File: src/hw/cn_node_pkg.sv
`default_nettype none

package cn_node_pkg;

    // datapath widths
    localparam int unsigned DATA_W = 32;        // params, currents, drive, membrane
    localparam int unsigned WIRE_W = 16;        // one half of a parameter word
    localparam int unsigned TRIG_W = 16;        // trigger vector from host
    localparam int unsigned CNT_W  = 16;        // spikes per simulation period

    // trigger bit that loads each parameter
    localparam int unsigned TRIG_SYN_GAIN    = 3;
    localparam int unsigned TRIG_HALF_CNT    = 7;
    localparam int unsigned TRIG_EXTRA_DRIVE = 8;
    localparam int unsigned TRIG_EXTRA_GAIN  = 13;

    // parameter values after reset
    localparam logic [DATA_W-1:0] RST_SYN_GAIN    = DATA_W'(1024);  // unit weight in q10
    localparam logic [DATA_W-1:0] RST_HALF_CNT    = DATA_W'(381);   // real time speed
    localparam logic [DATA_W-1:0] RST_EXTRA_GAIN  = DATA_W'(1);
    localparam logic [DATA_W-1:0] RST_EXTRA_DRIVE = DATA_W'(0);

    // fixed threshold, 30 mv scaled by 2^10
    localparam logic [DATA_W-1:0] SPIKE_TH = DATA_W'(30 << 10);

    // decay per simulation tick is i - (i >> DECAY_SHIFT)
    localparam int unsigned DECAY_SHIFT = 3;

    // membrane leak per neuron tick is v >> LEAK_SHIFT
    localparam int unsigned LEAK_SHIFT = 4;

endpackage

`default_nettype wire
File: src/hw/cn_node_top.sv
`default_nettype none
`timescale 1ns/1ps

module cn_node_top
#(
    parameter int unsigned NEURON_PER_SIM = 128   // neuron ticks per sim tick
)
(
    input  logic                             ep50trig,       // system clock
    input  logic                             reset_global,   // async, active high
    input  logic                             i_sim_clear,    // clear sim state, keep params
    input  logic [cn_node_pkg::TRIG_W-1:0]   i_trig,         // parameter load triggers
    input  logic [cn_node_pkg::WIRE_W-1:0]   i_wire_lo,
    input  logic [cn_node_pkg::WIRE_W-1:0]   i_wire_hi,
    input  logic                             i_spike_ia,     // spindle ia afferent
    input  logic                             i_spike_ii,     // spindle ii afferent
    input  logic                             i_spike_m1a,    // cortical extra input 1
    input  logic                             i_spike_m1b,    // cortical extra input 2
    output logic                             o_sim_tick,
    output logic                             o_spike,
    output logic [cn_node_pkg::DATA_W-1:0]   o_drive,
    output logic [cn_node_pkg::CNT_W-1:0]    o_spike_count
);

    logic [cn_node_pkg::DATA_W-1:0] half_cnt;
    logic [cn_node_pkg::DATA_W-1:0] syn_gain;
    logic [cn_node_pkg::DATA_W-1:0] extra_gain;
    logic [cn_node_pkg::DATA_W-1:0] extra_drive;
    logic                           half_cnt_load;   // restarts the tick counters
    logic                           neuron_tick;
    logic [cn_node_pkg::DATA_W-1:0] cur_ia;
    logic [cn_node_pkg::DATA_W-1:0] cur_ii;
    logic [cn_node_pkg::DATA_W-1:0] cur_m1a;
    logic [cn_node_pkg::DATA_W-1:0] cur_m1b;

    assign half_cnt_load = i_trig[cn_node_pkg::TRIG_HALF_CNT];

    param_bank param_bank_i (
        .ep50trig      (ep50trig),
        .reset_global  (reset_global),
        .i_trig        (i_trig),
        .i_wire_lo     (i_wire_lo),
        .i_wire_hi     (i_wire_hi),
        .o_half_cnt    (half_cnt),
        .o_syn_gain    (syn_gain),
        .o_extra_gain  (extra_gain),
        .o_extra_drive (extra_drive)
    );

    tick_gen #(
        .NEURON_PER_SIM (NEURON_PER_SIM)
    ) tick_gen_i (
        .ep50trig        (ep50trig),
        .reset_global    (reset_global),
        .i_half_cnt      (half_cnt),
        .i_half_cnt_load (half_cnt_load),
        .o_neuron_tick   (neuron_tick),
        .o_sim_tick      (o_sim_tick)
    );

    // spindle afferents
    spike_synapse syn_ia_i (
        .ep50trig (ep50trig), .reset_global (reset_global), .i_sim_clear (i_sim_clear),
        .i_spike  (i_spike_ia), .i_sim_tick (o_sim_tick), .i_gain (syn_gain),
        .o_current (cur_ia)
    );

    spike_synapse syn_ii_i (
        .ep50trig (ep50trig), .reset_global (reset_global), .i_sim_clear (i_sim_clear),
        .i_spike  (i_spike_ii), .i_sim_tick (o_sim_tick), .i_gain (syn_gain),
        .o_current (cur_ii)
    );

    // cortical extra inputs, scaled later by extra_gain
    spike_synapse syn_m1a_i (
        .ep50trig (ep50trig), .reset_global (reset_global), .i_sim_clear (i_sim_clear),
        .i_spike  (i_spike_m1a), .i_sim_tick (o_sim_tick), .i_gain (syn_gain),
        .o_current (cur_m1a)
    );

    spike_synapse syn_m1b_i (
        .ep50trig (ep50trig), .reset_global (reset_global), .i_sim_clear (i_sim_clear),
        .i_spike  (i_spike_m1b), .i_sim_tick (o_sim_tick), .i_gain (syn_gain),
        .o_current (cur_m1b)
    );

    drive_mixer drive_mixer_i (
        .ep50trig      (ep50trig),
        .reset_global  (reset_global),
        .i_sim_clear   (i_sim_clear),
        .i_sim_tick    (o_sim_tick),
        .i_ia          (cur_ia),
        .i_ii          (cur_ii),
        .i_m1a         (cur_m1a),
        .i_m1b         (cur_m1b),
        .i_extra_gain  (extra_gain),
        .i_extra_drive (extra_drive),
        .o_drive       (o_drive)
    );

    lif_neuron lif_neuron_i (
        .ep50trig      (ep50trig),
        .reset_global  (reset_global),
        .i_sim_clear   (i_sim_clear),
        .i_neuron_tick (neuron_tick),
        .i_drive       (o_drive),
        .o_spike       (o_spike)
    );

    spike_counter spike_counter_i (
        .ep50trig      (ep50trig),
        .reset_global  (reset_global),
        .i_sim_clear   (i_sim_clear),
        .i_spike       (o_spike),
        .i_sim_tick    (o_sim_tick),
        .o_spike_count (o_spike_count)
    );

endmodule

`default_nettype wire

File: src/hw/spike_counter.sv
`default_nettype none
`timescale 1ns/1ps

module spike_counter
(
    input  logic                             ep50trig,
    input  logic                             reset_global,
    input  logic                             i_sim_clear,
    input  logic                             i_spike,        // one-cycle spike pulse
    input  logic                             i_sim_tick,     // end of period
    output logic [cn_node_pkg::CNT_W-1:0]    o_spike_count   // spikes in last period
);

    logic [cn_node_pkg::CNT_W-1:0] run_cnt;   // spikes so far this period
    logic [cn_node_pkg::CNT_W-1:0] cnt_inc;   // running count with this cycle's spike

    assign cnt_inc = run_cnt + cn_node_pkg::CNT_W'(i_spike);

    always_ff @(posedge ep50trig or posedge reset_global)
    begin
        if (reset_global)
        begin
            run_cnt       <= '0;
            o_spike_count <= '0;
        end
        else if (i_sim_clear)
        begin
            run_cnt       <= '0;
            o_spike_count <= '0;
        end
        else if (i_sim_tick)
        begin
            o_spike_count <= cnt_inc;   // includes a spike in the tick cycle
            run_cnt       <= '0;
        end
        else
            run_cnt <= cnt_inc;
    end

endmodule

`default_nettype wire

File: src/hw/lif_neuron.sv
`default_nettype none
`timescale 1ns/1ps

module lif_neuron
(
    input  logic                             ep50trig,
    input  logic                             reset_global,
    input  logic                             i_sim_clear,    // membrane back to rest
    input  logic                             i_neuron_tick,  // integration strobe
    input  logic [cn_node_pkg::DATA_W-1:0]   i_drive,        // input current
    output logic                             o_spike         // one cycle after a firing tick
);

    localparam int unsigned SW = cn_node_pkg::DATA_W + 1;   // sum with carry

    logic [cn_node_pkg::DATA_W-1:0] v_mem;      // membrane potential
    logic [cn_node_pkg::DATA_W-1:0] leak;       // loss this tick
    logic [SW-1:0]                  v_sum;      // membrane plus drive, no wrap
    logic                           fire;       // threshold reached

    assign leak  = v_mem >> cn_node_pkg::LEAK_SHIFT;
    assign v_sum = {1'b0, v_mem} + {1'b0, i_drive};
    assign fire  = v_sum >= {1'b0, cn_node_pkg::SPIKE_TH};

    always_ff @(posedge ep50trig or posedge reset_global)
    begin
        if (reset_global)
        begin
            v_mem   <= '0;
            o_spike <= 1'b0;
        end
        else if (i_sim_clear)
        begin
            v_mem   <= '0;
            o_spike <= 1'b0;
        end
        else if (i_neuron_tick)
        begin
            if (fire)
            begin
                v_mem   <= '0;     // reset after the spike
                o_spike <= 1'b1;
            end
            else
            begin
                // below threshold so v_sum fits in DATA_W
                v_mem   <= v_sum[cn_node_pkg::DATA_W-1:0] - leak;
                o_spike <= 1'b0;
            end
        end
        else
            o_spike <= 1'b0;   // pulse lasts one cycle
    end

endmodule

`default_nettype wire

File: src/hw/drive_mixer.sv
`default_nettype none
`timescale 1ns/1ps

module drive_mixer
(
    input  logic                             ep50trig,
    input  logic                             reset_global,
    input  logic                             i_sim_clear,
    input  logic                             i_sim_tick,     // latch strobe
    input  logic [cn_node_pkg::DATA_W-1:0]   i_ia,           // spindle ia current
    input  logic [cn_node_pkg::DATA_W-1:0]   i_ii,           // spindle ii current
    input  logic [cn_node_pkg::DATA_W-1:0]   i_m1a,          // cortical current a
    input  logic [cn_node_pkg::DATA_W-1:0]   i_m1b,          // cortical current b
    input  logic [cn_node_pkg::DATA_W-1:0]   i_extra_gain,   // scale on both m1 paths
    input  logic [cn_node_pkg::DATA_W-1:0]   i_extra_drive,  // constant bias current
    output logic [cn_node_pkg::DATA_W-1:0]   o_drive         // neuron drive, held per period
);

    logic [cn_node_pkg::DATA_W-1:0] spindle;     // ia + ii
    logic [cn_node_pkg::DATA_W-1:0] m1_sum;      // m1a + m1b
    logic [cn_node_pkg::DATA_W-1:0] cortical;    // gain-scaled cortical current
    logic [cn_node_pkg::DATA_W-1:0] drive_nxt;   // full sum, wraps at DATA_W

    assign spindle   = i_ia + i_ii;
    assign m1_sum    = i_m1a + i_m1b;
    assign cortical  = i_extra_gain * m1_sum;   // low word of the product
    assign drive_nxt = spindle + cortical + i_extra_drive;

    // synapse currents here are the values before this tick's update,
    // so a new spike shows on the drive one period after uptake
    always_ff @(posedge ep50trig or posedge reset_global)
    begin
        if (reset_global)
            o_drive <= '0;
        else if (i_sim_clear)
            o_drive <= '0;
        else if (i_sim_tick)
            o_drive <= drive_nxt;   // latched once per sim period
    end

endmodule

`default_nettype wire

File: src/hw/spike_synapse.sv
`default_nettype none
`timescale 1ns/1ps

module spike_synapse
(
    input  logic                             ep50trig,
    input  logic                             reset_global,
    input  logic                             i_sim_clear,   // sync return to rest
    input  logic                             i_spike,       // async spike from another board
    input  logic                             i_sim_tick,    // current update strobe
    input  logic [cn_node_pkg::DATA_W-1:0]   i_gain,        // added per captured spike
    output logic [cn_node_pkg::DATA_W-1:0]   o_current      // postsynaptic current
);

    logic                           sync_q1;   // first synchronizer stage
    logic                           sync_q2;   // second stage, safe to use
    logic                           sync_d;    // delayed copy for edge detect
    logic                           rise;      // rising edge of the spike
    logic                           pending;   // spike waiting for next sim tick
    logic [cn_node_pkg::DATA_W-1:0] decayed;   // current after one step of decay

    assign rise    = sync_q2 & ~sync_d;
    assign decayed = o_current - (o_current >> cn_node_pkg::DECAY_SHIFT);

    always_ff @(posedge ep50trig or posedge reset_global)
    begin
        if (reset_global)
        begin
            sync_q1   <= 1'b0;
            sync_q2   <= 1'b0;
            sync_d    <= 1'b0;
            pending   <= 1'b0;
            o_current <= '0;
        end
        else if (i_sim_clear)
        begin
            sync_q1   <= 1'b0;
            sync_q2   <= 1'b0;
            sync_d    <= 1'b0;
            pending   <= 1'b0;
            o_current <= '0;
        end
        else
        begin
            sync_q1 <= i_spike;
            sync_q2 <= sync_q1;
            sync_d  <= sync_q2;
            if (i_sim_tick)
            begin
                // exponential decay, plus one weight if a spike arrived
                o_current <= decayed + (pending ? i_gain : '0);
                pending   <= rise;   // an edge in this cycle waits for the next tick
            end
            else if (rise)
                pending <= 1'b1;
        end
    end

endmodule

`default_nettype wire

File: src/hw/tick_gen.sv
`default_nettype none
`timescale 1ns/1ps

module tick_gen
#(
    parameter int unsigned NEURON_PER_SIM = 128   // neuron ticks per sim tick
)
(
    input  logic                             ep50trig,
    input  logic                             reset_global,
    input  logic [cn_node_pkg::DATA_W-1:0]   i_half_cnt,       // cycles per neuron tick
    input  logic                             i_half_cnt_load,  // restart both counters
    output logic                             o_neuron_tick,    // one cycle every half count
    output logic                             o_sim_tick        // one cycle per sim period
);

    localparam int unsigned NW = $clog2(NEURON_PER_SIM + 1);

    logic [cn_node_pkg::DATA_W-1:0] cyc_cnt;   // cycles within one neuron period
    logic [cn_node_pkg::DATA_W-1:0] half_eff;  // zero treated as one
    logic [cn_node_pkg::DATA_W-1:0] cyc_last;  // last count before wrap
    logic [NW-1:0]                  n_cnt;     // neuron ticks within one sim period

    assign half_eff = (i_half_cnt == '0) ? cn_node_pkg::DATA_W'(1) : i_half_cnt;
    assign cyc_last = half_eff - cn_node_pkg::DATA_W'(1);

    always_ff @(posedge ep50trig or posedge reset_global)
    begin
        if (reset_global)
        begin
            cyc_cnt       <= '0;
            n_cnt         <= '0;
            o_neuron_tick <= 1'b0;
            o_sim_tick    <= 1'b0;
        end
        else if (i_half_cnt_load)
        begin
            cyc_cnt       <= '0;   // new half count seen next cycle
            n_cnt         <= '0;
            o_neuron_tick <= 1'b0;
            o_sim_tick    <= 1'b0;
        end
        else if (cyc_cnt >= cyc_last)
        begin
            cyc_cnt       <= '0;
            o_neuron_tick <= 1'b1;
            if (n_cnt == NW'(NEURON_PER_SIM - 1))
            begin
                n_cnt      <= '0;
                o_sim_tick <= 1'b1;   // coincides with the last neuron tick
            end
            else
            begin
                n_cnt      <= n_cnt + NW'(1);
                o_sim_tick <= 1'b0;
            end
        end
        else
        begin
            cyc_cnt       <= cyc_cnt + cn_node_pkg::DATA_W'(1);
            o_neuron_tick <= 1'b0;
            o_sim_tick    <= 1'b0;
        end
    end

endmodule

`default_nettype wire

File: src/hw/param_bank.sv
`default_nettype none
`timescale 1ns/1ps

module param_bank
(
    input  logic                             ep50trig,       // system clock
    input  logic                             reset_global,   // async, active high
    input  logic [cn_node_pkg::TRIG_W-1:0]   i_trig,         // one bit per parameter
    input  logic [cn_node_pkg::WIRE_W-1:0]   i_wire_lo,      // low half of the word
    input  logic [cn_node_pkg::WIRE_W-1:0]   i_wire_hi,      // high half of the word
    output logic [cn_node_pkg::DATA_W-1:0]   o_half_cnt,     // tick generator half count
    output logic [cn_node_pkg::DATA_W-1:0]   o_syn_gain,     // weight of every synapse
    output logic [cn_node_pkg::DATA_W-1:0]   o_extra_gain,   // cortical current gain
    output logic [cn_node_pkg::DATA_W-1:0]   o_extra_drive   // direct drive to the neuron
);

    logic [cn_node_pkg::DATA_W-1:0] wire_word;  // joined host word

    assign wire_word = {i_wire_hi, i_wire_lo};

    // synaptic weight
    always_ff @(posedge ep50trig or posedge reset_global)
    begin
        if (reset_global)
            o_syn_gain <= cn_node_pkg::RST_SYN_GAIN;
        else if (i_trig[cn_node_pkg::TRIG_SYN_GAIN])
            o_syn_gain <= wire_word;
    end

    // clock divider half count
    always_ff @(posedge ep50trig or posedge reset_global)
    begin
        if (reset_global)
            o_half_cnt <= cn_node_pkg::RST_HALF_CNT;
        else if (i_trig[cn_node_pkg::TRIG_HALF_CNT])
            o_half_cnt <= wire_word;   // tick_gen restarts on the same trigger
    end

    // extra cortical drive
    always_ff @(posedge ep50trig or posedge reset_global)
    begin
        if (reset_global)
            o_extra_drive <= cn_node_pkg::RST_EXTRA_DRIVE;
        else if (i_trig[cn_node_pkg::TRIG_EXTRA_DRIVE])
            o_extra_drive <= wire_word;
    end

    // gain on the two m1 synapses
    always_ff @(posedge ep50trig or posedge reset_global)
    begin
        if (reset_global)
            o_extra_gain <= cn_node_pkg::RST_EXTRA_GAIN;
        else if (i_trig[cn_node_pkg::TRIG_EXTRA_GAIN])
            o_extra_gain <= wire_word;
    end

    // several bits high together all take the same word

endmodule

`default_nettype wire

File: config.mk
export PLATFORM = sky130hd
export DESIGN_NAME = cn_node_top
export DESIGN_NICKNAME = d
export VERILOG_FILES = /design/src/hw/cn_node_pkg.sv /design/src/hw/cn_node_top.sv /design/src/hw/spike_counter.sv /design/src/hw/lif_neuron.sv /design/src/hw/drive_mixer.sv /design/src/hw/spike_synapse.sv /design/src/hw/tick_gen.sv /design/src/hw/param_bank.sv
export SDC_FILE = /design/constraint.sdc
export NUM_CORES = 2
export LEC_CHECK = 0
export BUFFER_PORTS_ARGS = -buffer_cell sky130_fd_sc_hd__buf_2
export CORE_MARGIN = 2
export CORE_UTILIZATION = 61
export DETAILED_ROUTE_END_ITERATION = 12
export HOLD_SLACK_MARGIN = 0.12
export PLACE_DENSITY = 0.88
export SLEW_MARGIN = 20
export SYNTH_ARGS = -nofsm -noshare
export SYNTH_HDL_FRONTEND = slang
export SYNTH_HIERARCHICAL = 1
export SYNTH_SLANG_ARGS = --single-unit
export TNS_END_PERCENT = 30
File: constraint.sdc
create_clock -name ep50trig -period 18.71 [get_ports ep50trig]
set_clock_uncertainty 0.15 [all_clocks]
set_input_delay 0.9355 -clock ep50trig [delete_from_list [all_inputs] [get_ports ep50trig]]
set_output_delay 0.9355 -clock ep50trig [all_outputs]
set_load 0.01 [all_outputs]
==> metrics.txt <==
Ys Warns=6; grt total ovfl=0; Top Ports=105; Pre-antenna DRT Iters=10; instance area after placement=55600 um^2; CP max stage delay=0.55 ns; CORE AREA=about 89000 um^2; RSZ-0062 raised after global routing=no; Netlist cell types=117; Post-synth EDFFs=0; Detail Placement HPWL=roughly 120 mm; vias=44700; Via density=6.11; status=finished with violations; Initial Util=about three fifths; largest net degree at the start of global routing=between 100 and 150; Resized Gates After CTS=0; total power=2.68 mW; Rel. slew slack=27.6%; min-delay worst type=reg -> reg; first-pass GRT wire length=241 mm; H-tree lvl count=2; design area=57300 um^2; clk sinks=between 400 and 500; PwrDens=roughly 47 nW/um^2; met2 wire len=71.2 mm; Detailed Route Iter0 Violations=around 4100; Num CTS Buffers=49; sequential standard cell area=10300 um^2; critical path required time=19.04 ns; Startpoint Class=register; final slew viol count=0; worst-path fanout max=4; Post-Synthesis Cells=6151; # rows=109; sequential share of the synthesized area=about a fifth; top sig layer=met5; FMAX=0.0830 GHz; post-route clock period utilization=64.4%; Routed Wire Length=roughly 150 mm; GPL Wtd Cong=between 0.9 and 1; WS Path Type=reg -> reg; DIE AREA=91800 um^2; Setup crit end kind=register; failing checks=design-rule violations; ANT nets after route=0; fillers=6661; Data arrival, critical path=12.38 ns; WL/cell=20.7 um; Post-CTS Setup Bufs=0; share of cells above drive strength 1=8.17%; initial antenna violation count=4; syn_nets=7220; Worst Tran Pin Value=1.08 ns; I/O Buffers=92; Final Hold Fails=0; die outline width=approximately 300 um; Setup TNS=0 ns; crit path time final=between 10 and 15 ns; Synth Cell Area=54500 um^2; Root Buffer=clkbuf_16; Metal-1 WL=just under 60 mm; CTS clk-pin slew, worst paths=0.06 ns; Synth top area share=22.7%; CTS tree=done; Die Y=303 um; maximum VDD drop=63.4 uV; met3 WL=14.0 mm; Area contributors post-synth=fa_1, dfrtp_1, ha_1; Async SR Flop Fraction=100%; # setup viols final=0; leading cell type in the layout, fill and taps excluded=inv_1; Leak=28.1 nW; vias in the first global route=45100; CTS max path bufs=3; Layout Utilization=between 60% and 70%; Yosys reg bits=411; Multi-input gate area=between 30000 and 40000 um^2; cell taking the most area after synthesis=fa_1; worst skew pair latency=0.67 ns; ys flop type=dfrtp_1; worst hold slack=0.314 ns; Critical Path Most Common Cell=fa_1; Synth Area per Inst=8.86 um^2; Hold-fix buffers, CTS=0; Area Overhead vs Synth=5.15%; GRT Util Overall=33.1%; final routed DRC violation total=14; Layout Nets=between 7000 and 8000; CP max stage cell=fa_1; commonest non-fill, non-tap cells in the layout=inv_1, nand2_1, fa_1, dfrtp_1, ha_1; maximum capacitance violations=0
cell families (layout without fill, tap and decap cells):
| family | count (synthesis) | in the layout | synth area share [%] |
|---|---|---|---|
| muxes | 213 | 213 | 5.04 |
| other | 0 | 1 | 0 |
| buffers and inverters | 1460 | 1450 | 10.8 |
| DFF | 411 | 411 | 18.9 |
| adders and majority gates | 1014 | 1014 | 31.8 |
| AOI/OAI and AO/OA | 963 | 963 | 12.4 |
| xor gates and xnor gates | 286 | 286 | 4.86 |
| and+or+nand+nor | 1804 | 1804 | 16.3 |
area by class of cell:
| cell class | instances | share of cell area, % |
|---|---|---|
| Multi-Input combinational cell | 4280 | 67.0 |
| Clock buffer | 71 | 2.48 |
| Sequential cell | 411 | 18.0 |
| Clock inverter | 21 | 0.515 |
| Antenna cell | 1 | 0.00437 |
| Timing Repair Buffer | 142 | 1.50 |
| Inverter | 1216 | 7.97 |
| Tap cell | 1165 | 2.54 |
path summary, 6_finish.rpt:
path,start,end,slack (ns),depth (start not counted)
min in group asynchronous,reset_global,drive_mixer_i/o_drive[22],0.51,4
hold / removal,syn_m1b_i/sync_q1,syn_m1b_i/sync_q2,0.31,1
setup / recovery,syn_m1a_i/o_current[0],drive_mixer_i/o_drive[31],6.66,37
hold reg to reg,syn_m1b_i/sync_q1,syn_m1b_i/sync_q2,0.31,1
setup reg to reg,syn_m1a_i/o_current[0],drive_mixer_i/o_drive[31],6.66,37
max in group asynchronous,reset_global,param_bank_i/o_extra_gain[5],16.37,4
sequential cells by signal, indices dropped and copies added (netlist names), 8 cells and up:
name and flops:
drive_mixer_i/o_drive 32, lif_neuron_i/v_mem 32, param_bank_i/o_extra_drive 32, param_bank_i/o_extra_gain 32, param_bank_i/o_half_cnt 32, param_bank_i/o_syn_gain 32, spike_counter_i/o_spike_count 16, spike_counter_i/run_cnt 16
syn_ia_i/o_current 32, syn_ii_i/o_current 32, syn_m1a_i/o_current 32, syn_m1b_i/o_current 32, tick_gen_i/cyc_cnt 32, tick_gen_i/n_cnt 8
worst max-delay path, delay by kind of cell (launching register included):
kind	cells	cell delay [ns]
simple gates	4	0.87
compound gates	6	1.51
buf+inv	2	0.11
xor+xnor	14	3.83
mux	1	0.19
flops	1	0.41
fa+ha+maj	10	4.79
layer usage:
layer  vias up  GRT usage (%)
met2      2219           54.4
met5         -              0
met1     22200           43.6
met3       387           5.67
li1      19900              -
met4         6           14.1
metrics by stage:
stage / setup WS, ns / std cells
2_1_floorplan: 7.89 / 6151
3_3_place_gp: 6.90 / 7213
3_5_place_dp: 6.70 / 7213
4_1_cts: 6.57 / 7305
5_1_grt: 6.17 / 7306
6_report: 6.66 / 7307
synthesized netlist by cell type (all sizes together), types with 56 or more instances:
cell and number:
inv 1212, nand2 710, fa 618, dfrtp 402, ha 396, nor2 313
a21oi 262, and2 194, xnor2 178, clkbuf 169, o21ai 158, mux2 134
nor3 113, nand3 103, a21o 102, xor2 98, mux2i 79, buf 75
or3 66, nand4 65, a211oi 61, and3 56
where the power goes:
part           switching, mW  total (mW)  internal (mW)
combinational          0.399       0.657          0.258
sequential            0.0743       0.994          0.920
clock                  0.437        1.03          0.588
total                  0.911        2.68           1.77
No activity file was read; power rests on OpenSTA's default activity.
